**config.mk**
```make
export PLATFORM = sky130hd
export DESIGN_NAME = squash_unit
export DESIGN_NICKNAME = d
export VERILOG_FILES = /design/src/verilog/squash_pkg.sv /design/src/verilog/seq_age_tracker.sv /design/src/verilog/squash_filter.sv /design/src/verilog/squash_arbiter.sv /design/src/verilog/squash_unit.sv
export VERILOG_INCLUDE_DIRS = /design/src /design/src/verilog
export SDC_FILE = /design/constraint.sdc
export NUM_CORES = 1
export LEC_CHECK = 0
export BUFFER_PORTS_ARGS = -buffer_cell sky130_fd_sc_hd__buf_4
export CAP_MARGIN = 10
export CORE_ASPECT_RATIO = 0.8
export CORE_UTILIZATION = 28
export DETAILED_ROUTE_END_ITERATION = 7
export PLACE_DENSITY_LB_ADDON = 0.15
export SLEW_MARGIN = 0
export SYNTH_ARGS = -nofsm -noshare
export SYNTH_HDL_FRONTEND = slang
export SYNTH_SLANG_ARGS = --single-unit
```
**constraint.sdc**
```tcl
create_clock -name clk -period 6.09 [get_ports clk]
set_input_delay 0.609 -clock clk [delete_from_list [all_inputs] [get_ports clk]]
set_output_delay 0.609 -clock clk [all_outputs]
set_load 0.005 [all_outputs]
```
**src/verilog/squash_defines.svh**
```systemverilog
// Squash unit global sizes
// Fixed once for the whole core and shared by the package and the RTL

`ifndef SQUASH_DEFINES_SVH
`define SQUASH_DEFINES_SVH

// --------------------
// Request sources
// --------------------

// Pipeline sources that can raise a squash
`define SQ_NUM_REQ 4

// --------------------
// Field widths
// --------------------

// Sequence number width, wraps modulo 2**SQ_SEQ_BITS
`define SQ_SEQ_BITS 5

// Redirect target width
`define SQ_TARGET_BITS 32

`endif

```
**src/verilog/squash_pkg.sv**
```systemverilog
// Squash unit types
// Vector typedefs and the packed request, grant and commit messages

`include "squash_defines.svh"

package squash_pkg;

  // --------------------
  // Plain vectors
  // --------------------

  // Instruction sequence number, wraps around
  typedef logic [`SQ_SEQ_BITS-1:0] seq_num_t;

  // Distance from the next-to-commit number
  // Smaller value means older instruction
  typedef logic [`SQ_SEQ_BITS-1:0] seq_age_t;

  // Front-end redirect address
  typedef logic [`SQ_TARGET_BITS-1:0] target_t;

  // One bit per request source
  typedef logic [`SQ_NUM_REQ-1:0] req_mask_t;

  // --------------------
  // Messages
  // --------------------

  // Squash request from a source, also the shape of the grant
  // val is a one-cycle strobe, no ready
  typedef struct packed {
    logic     val;
    seq_num_t seq_num;
    target_t  target;
  } squash_msg_t;

  // Commit notification
  // Only the sequence number matters here
  typedef struct packed {
    logic     val;
    seq_num_t seq_num;
  } commit_msg_t;

endpackage

```
**src/verilog/seq_age_tracker.sv**
```systemverilog
// Commit pointer and wrap-aware age calculation
// Ages are measured from the next instruction expected to commit

`timescale 1ns/10ps

`include "squash_defines.svh"

module seq_age_tracker import squash_pkg::*; (
  input  logic        clk,
  input  logic        rst_n,

  // Commit stage notification
  input  commit_msg_t commit,

  // Sequence numbers to age
  input  seq_num_t    req_seq [`SQ_NUM_REQ],
  input  seq_num_t    last_seq,

  // Ages against the current pointer
  output seq_age_t    req_age [`SQ_NUM_REQ],
  output seq_age_t    last_age
);

  // --------------------
  // Commit pointer
  // --------------------

  // Sequence number of the last committed instruction
  seq_num_t commit_ptr;

  // Next instruction expected to commit
  seq_num_t next_seq;

  // All ones after reset so the first expected number is zero
  // New value takes effect on the edge ending the commit cycle
  always_ff @(posedge clk) begin
    if (!rst_n) begin
      commit_ptr <= '1;
    end else if (commit.val) begin
      commit_ptr <= commit.seq_num;
    end
  end

  assign next_seq = seq_num_t'(commit_ptr + 1'b1);

  // --------------------
  // Age conversion
  // --------------------

  // Modulo subtraction handles the wrap
  // Plain magnitude compare on ages then gives program order
  always_comb begin
    for (int i = 0; i < `SQ_NUM_REQ; i++) begin
      req_age[i] = seq_age_t'(req_seq[i] - next_seq);
    end
  end

  // Stored squash aged against the same pointer
  assign last_age = seq_age_t'(last_seq - next_seq);

endmodule

```
**src/verilog/squash_filter.sv**
```systemverilog
// Stale squash filter
// Remembers the last granted squash and masks requests that are not older

`timescale 1ns/10ps

`include "squash_defines.svh"

module squash_filter import squash_pkg::*; (
  input  logic        clk,
  input  logic        rst_n,

  // Raw request strobes and their ages
  input  req_mask_t   req_val,
  input  seq_age_t    req_age [`SQ_NUM_REQ],

  // Age of the stored squash
  input  seq_age_t    last_age,

  // Commit stage notification
  input  commit_msg_t commit,

  // Unregistered winner from the arbiter
  input  logic        win_val,
  input  seq_num_t    win_seq,

  // Stored squash number, aged by the tracker
  output seq_num_t    last_seq,

  // Requests that may still win
  output req_mask_t   live_mask
);

  // --------------------
  // Stored squash
  // --------------------

  // Set while the last granted instruction is uncommitted
  logic last_val;

  // Commit of the stored number releases the filter
  logic release_hit;

  assign release_hit = commit.val && (commit.seq_num == last_seq);

  // New winner beats a release on the same edge
  always_ff @(posedge clk) begin
    if (!rst_n) begin
      last_val <= 1'b0;
    end else if (win_val) begin
      last_val <= 1'b1;
    end else if (last_val && release_hit) begin
      last_val <= 1'b0;
    end
  end

  // Number of the granted instruction
  always_ff @(posedge clk) begin
    if (win_val) begin
      last_seq <= win_seq;
    end
  end

  // --------------------
  // Live mask
  // --------------------

  // Granted instruction and all younger ones are already gone
  // Only strictly older requests survive while the filter is set
  always_comb begin
    for (int i = 0; i < `SQ_NUM_REQ; i++) begin
      live_mask[i] = req_val[i] && (!last_val || (req_age[i] < last_age));
    end
  end

endmodule

```
**src/verilog/squash_arbiter.sv**
```systemverilog
// Oldest-first squash arbiter
// Pairwise reduction tree over live requests, lower index wins ties
// The winner is registered onto the grant port

`timescale 1ns/10ps

`include "squash_defines.svh"

module squash_arbiter import squash_pkg::*; (
  input  logic        clk,
  input  logic        rst_n,

  // Requests and their ages
  input  squash_msg_t req     [`SQ_NUM_REQ],
  input  seq_age_t    req_age [`SQ_NUM_REQ],

  // Requests that passed the filter
  input  req_mask_t   live_mask,

  // Unregistered winner for the filter
  output logic        win_val,
  output seq_num_t    win_seq,

  // Registered grant toward the front end
  output squash_msg_t gnt
);

  // --------------------
  // Tree storage
  // --------------------

  // Heap layout, node n has children 2n+1 and 2n+2
  // Leaves sit at SQ_NUM_REQ-1 and up, in request order
  localparam int NUM_NODES = 2 * `SQ_NUM_REQ - 1;

  // A candidate carries its age for the compare
  typedef struct packed {
    seq_age_t    age;
    squash_msg_t msg;
  } node_t;

  node_t node [NUM_NODES];

  // Older of two candidates
  // Left child holds the lower indices so it keeps ties
  function automatic node_t oldest(input node_t lhs, input node_t rhs);
    if (lhs.msg.val && (!rhs.msg.val || (lhs.age <= rhs.age))) begin
      return lhs;
    end
    return rhs;
  endfunction

  // --------------------
  // Selection tree
  // --------------------

  always_comb begin
    // Leaves
    for (int k = 0; k < `SQ_NUM_REQ; k++) begin
      node[`SQ_NUM_REQ-1+k].age         = req_age[k];
      node[`SQ_NUM_REQ-1+k].msg.seq_num = req[k].seq_num;
      node[`SQ_NUM_REQ-1+k].msg.target  = req[k].target;
      // Strobe qualified by the filter
      node[`SQ_NUM_REQ-1+k].msg.val     = req[k].val && live_mask[k];
    end

    // Inner nodes, bottom up so children settle first
    for (int n = `SQ_NUM_REQ - 2; n >= 0; n--) begin
      node[n] = oldest(node[2*n+1], node[2*n+2]);
    end
  end

  // Root is the oldest live request
  assign win_val = node[0].msg.val;
  assign win_seq = node[0].msg.seq_num;

  // --------------------
  // Grant register
  // --------------------

  logic     gnt_val_q;
  seq_num_t gnt_seq_q;
  target_t  gnt_target_q;

  // One grant per cycle with a live request
  always_ff @(posedge clk) begin
    if (!rst_n) begin
      gnt_val_q <= 1'b0;
    end else begin
      gnt_val_q <= win_val;
    end
  end

  // Payload only follows a real winner
  always_ff @(posedge clk) begin
    if (win_val) begin
      gnt_seq_q    <= node[0].msg.seq_num;
      gnt_target_q <= node[0].msg.target;
    end
  end

  assign gnt.val     = gnt_val_q;
  assign gnt.seq_num = gnt_seq_q;
  assign gnt.target  = gnt_target_q;

endmodule

```
**src/verilog/squash_unit.sv**
```systemverilog
// Level-one squash unit
// Grants the oldest live squash request each cycle, one cycle later
// Filters requests made stale by an earlier grant until it commits

`timescale 1ns/10ps

`include "squash_defines.svh"

module squash_unit import squash_pkg::*; (
  input  logic        clk,
  input  logic        rst_n,

  // Squash requests from the pipeline
  input  squash_msg_t req [`SQ_NUM_REQ],

  // Commit stage notification
  input  commit_msg_t commit,

  // Registered squash grant
  output squash_msg_t gnt
);

  // --------------------
  // Internal wires
  // --------------------

  // Request fields split out
  req_mask_t req_val;
  seq_num_t  req_seq [`SQ_NUM_REQ];

  // Ages from the tracker
  seq_age_t  req_age [`SQ_NUM_REQ];
  seq_age_t  last_age;

  // Filter state and result
  seq_num_t  last_seq;
  req_mask_t live_mask;

  // Winner before the grant register
  logic      win_val;
  seq_num_t  win_seq;

  for (genvar i = 0; i < `SQ_NUM_REQ; i++) begin : g_req_split
    assign req_val[i] = req[i].val;
    assign req_seq[i] = req[i].seq_num;
  end

  // --------------------
  // Blocks
  // --------------------

  seq_age_tracker u_tracker (
    .clk      (clk),
    .rst_n    (rst_n),
    .commit   (commit),
    .req_seq  (req_seq),
    .last_seq (last_seq),
    .req_age  (req_age),
    .last_age (last_age)
  );

  squash_filter u_filter (
    .clk       (clk),
    .rst_n     (rst_n),
    .req_val   (req_val),
    .req_age   (req_age),
    .last_age  (last_age),
    .commit    (commit),
    .win_val   (win_val),
    .win_seq   (win_seq),
    .last_seq  (last_seq),
    .live_mask (live_mask)
  );

  squash_arbiter u_arbiter (
    .clk       (clk),
    .rst_n     (rst_n),
    .req       (req),
    .req_age   (req_age),
    .live_mask (live_mask),
    .win_val   (win_val),
    .win_seq   (win_seq),
    .gnt       (gnt)
  );

endmodule

```
==> key figures <==
Route
  • DR vias/cell: around 4.5
  • Vias: approximately 3,700
  • WL final: 12,800 µm
  • WL/cell: 15.8 µm
  • First DRT Iteration DRCs: 131
  • Drt first pass iters: 5
  • # DRC: 0
  • Post-DRT Antenna Nets: 0

Finish
  • Layout area overhead: 40.9%
  • Fillers: 1,524
  • # diodes: 0
  • Final instance area: 6140 µm²
  • Most common cell after layout, fill and taps aside: buf_4
  • Share of cells above drive strength 1: 0.367
  • Utilization after layout: 0.406
  • # nets final: a little over 800
  • Most frequent cells in the layout: buf_4, mux2i_1, ha_1

Min path
  • Min-Delay Endpoint: u_tracker.commit_ptr[4]
  • WHS Path Cells: 2
  • Hold Startpoint: u_tracker.commit_ptr[4]
  • Hold Path Class: flip-flop to flip-flop

Clocking
  • CTS Buffer Depth: 2
  • Clock-pin slew on the worst setup and hold paths: roughly 0.06 ns
  • Cts hold-fix bufs: 0
  • Clock latency on the worst-skew pair: 0.29 ns
  • CTS tree: done
  • Post_cts resized: 0
  • H-tree levels: 2
  • Post-CTS Setup Repair Bufs: 0
  • Num CTS Buffers: 5
  • Root buffer cell: clkbuf_16
  • CTS sink count: 44

Synthesis
  • Synthesized flop and latch total: 44
  • Yosys warns: 0
  • Post-synth top area share: 0.266
  • Sequential element share of the synthesized area: 0.287
  • Syn Inst Count: approximately 400
  • Yosys top cell by area: mux2i_1
  • Distinct cells, synth: 44
  • Main flop type after synthesis: edfxtp_1
  • EDFF count, synth: 37
  • Top cells by area, synth: mux2i_1, edfxtp_1, ha_1
  • Mean post-synth cell area: 10.7 µm²
  • Net count after synthesis: 616
  • Ys async rst share: 0
  • Synth Cell Area: 4360 µm²

STA
  • Fmax: roughly 180 MHz
  • Final setup viols: 0
  • Slew Limit Fails: 0
  • Worst-Margin Slew: between 0.9 and 1 ns
  • Max-slew headroom: 0.351
  • Post-Route Setup TNS: 0 ns
  • Hold Fails Final Rpt: 0
  • Post-layout minimum cycle time: about 5.7 ns
  • RSZ-0062 raised after global routing: false
  • Clock Skews: 0.0125 ns
  • Period Utilization, post-route: 0.932

Place
  • GP Congestion: 0.904
  • HPWL after DPL: about 11,000 µm
  • IO Port Bufs: 197
  • Post-place instance area: roughly 6000 µm²

Setup path
  • Max incr delay on CP: 0.49 ns
  • Worst r2r path cells: 19
  • Element type at the critical path end: flip-flop
  • Crit path buf inv count: 3
  • Crit Path Category: flip-flop to flip-flop
  • Worst EP required: approximately 6.1 ns
  • CP Data Arrival Time: 5.69 ns
  • Critical Path Fanout Max: 37
  • R2R Path End: u_arbiter.gnt_target_q[17]
  • Origin of the critical flop-to-flop path: u_tracker.commit_ptr[0]
  • CP Cell Sequence: ha_1 -> inv_1 -> fa_1 -> maj3_1 -> a21oi_1 -> xnor2_1 -> ha_1 -> o21ai_0 -> a21oi_1 -> a221o_1 -> o21ai_4 -> buf_4 -> a21oi_1 -> ha_1 -> nand3_1 -> nor2_1 -> o31a_2 -> buf_12 -> mux2i_1
  • Slowest stage cell, crit path: buf_4
  • Crit-path leading delay family: adder cells
  • R2R Setup Slk: 0.41 ns
  • CP Launch Type: flip-flop

Die
  • Die Ht: 114 µm
  • Core footprint: around 15,000 µm²
  • Starting Density: 0.288
  • FP Rows: 40
  • I/O pins: ~200
  • Die area: 16,100 µm²
  • Die boundary width: around 140 µm

Global routing
  • Grt total ovfl: 0
  • Largest net degree at the start of global routing: 40
  • Total track usage: 0.157
  • Initial antenna violation count: 0
  • Number of global-route vias before repair: 3,768
  • First-pass GRT wire length: a little under 20,000 µm

Power
  • Leakage: slightly above 3 nW
  • Max rail drop VDD: approximately 0.64 mV
  • Power per Cell Area: ~650 nW/µm²

Job
  • Max-cap viol count: 0

Run status
  • Status: finished, final reports clean
==> routing by layer <==
metal  vias up  part of all wire  GRT usage  routed length [µm]
li1       1853                 -          -                   -
met3        10             0.069     0.0403                 883
met5         -                 0          0                   0
met1      1676              0.44      0.195                5600
met2       134              0.48      0.275                6220
met4         0             0.010     0.0315                 132
==> tightest hold or removal path: stages (launching register included) <==
cell and delay [ns]:
dfxtp_1 0.35, mux2i_1 0.08, nand2_1 0.06
==> where the power goes <==
group	switching (mW)	total (mW)	leakage (nW)	internal [mW]
clock network	0.111	0.262	0.0679	0.152
logic	1.58	3.03	2.61	1.45
registers	0.0659	0.719	0.444	0.653
total	1.76	4.01	3.12	2.25
==> Yosys cell counts (2+ instances only) <==
cell type	count
a221o_1	2
buf_2	2
xor2_1	13
buf_6	4
clkbuf_1	2
o21ai_1	3
edfxtp_1	37
buf_8	2
nand2b_1	6
nor2_1	9
xnor2_2	3
nand3_1	4
ha_1	43
mux2i_1	116
a21oi_1	18
buf_12	3
o21a_1	3
a21o_1	5
xnor2_1	17
maj3_1	9
nor2b_1	2
fa_1	5
inv_1	38
dfxtp_1	7
buf_4	4
nand2_1	17
o21ai_0	17
==> logic make-up after synthesis <==
logic type | Yosys count | synth area share
compound gates | 58 | 0.0815
simple gates | 43 | 0.0459
xor+xnor | 34 | 0.0752
fa+ha+maj | 58 | 0.170
mux | 116 | 0.266
flops | 44 | 0.287
buf+inv | 55 | 0.0746
==> registers in the layout (all words and copies together), names as in the netlist <==
| signal | cells |
|---|---|
| u_tracker.commit_ptr | 5 |
| u_arbiter.gnt_val_q | 1 |
| u_arbiter.gnt_target_q | 32 |
| u_filter.last_val | 1 |
| u_arbiter.gnt_seq_q | 5 |
==> metrics by stage <==
| stage | setup slack [ns] | cells | hold WS (ns) | total power, mW |
|---|---|---|---|---|
| final | 0.413 | 812 | 0.515 | 4.01 |
| after global routing | 0.0347 | 812 | 0.544 | 4.36 |
| after CTS | 0.360 | 812 | 0.520 | 4.08 |
| after detailed placement | 0.378 | 804 | 0.501 | 3.81 |
| after global placement | 0.585 | 804 | 0.486 | 3.73 |
| after floorplan | 0.894 | 408 | 0.461 | 3.19 |
==> worst max-delay path by stage <==
stage	from	end	depth (start not counted)
6_report	u_tracker.commit_ptr[0]	u_arbiter.gnt_target_q[17]	19
3_5_place_dp	u_tracker.commit_ptr[0]	u_arbiter.gnt_target_q[23]	19
3_3_place_gp	u_tracker.commit_ptr[0]	u_arbiter.gnt_target_q[23]	19
4_1_cts	u_tracker.commit_ptr[0]	u_arbiter.gnt_target_q[17]	19
5_1_grt	u_tracker.commit_ptr[0]	u_arbiter.gnt_target_q[17]	19
2_1_floorplan	u_tracker.commit_ptr[0]	u_arbiter.gnt_target_q[10]	25
==> layout make-up <==
cell class	instances	area, µm²	share of cell area
sequential	44	1250	0.204
inverter	38	143	0.0232
clock inverter	1	5.00	0.000815
clock buffer	7	133	0.0216
timing repair buffer	203	1540	0.250
tap	210	263	0.0428
multi-input combinational	309	2810	0.458
(Power assumes the default switching activity.)
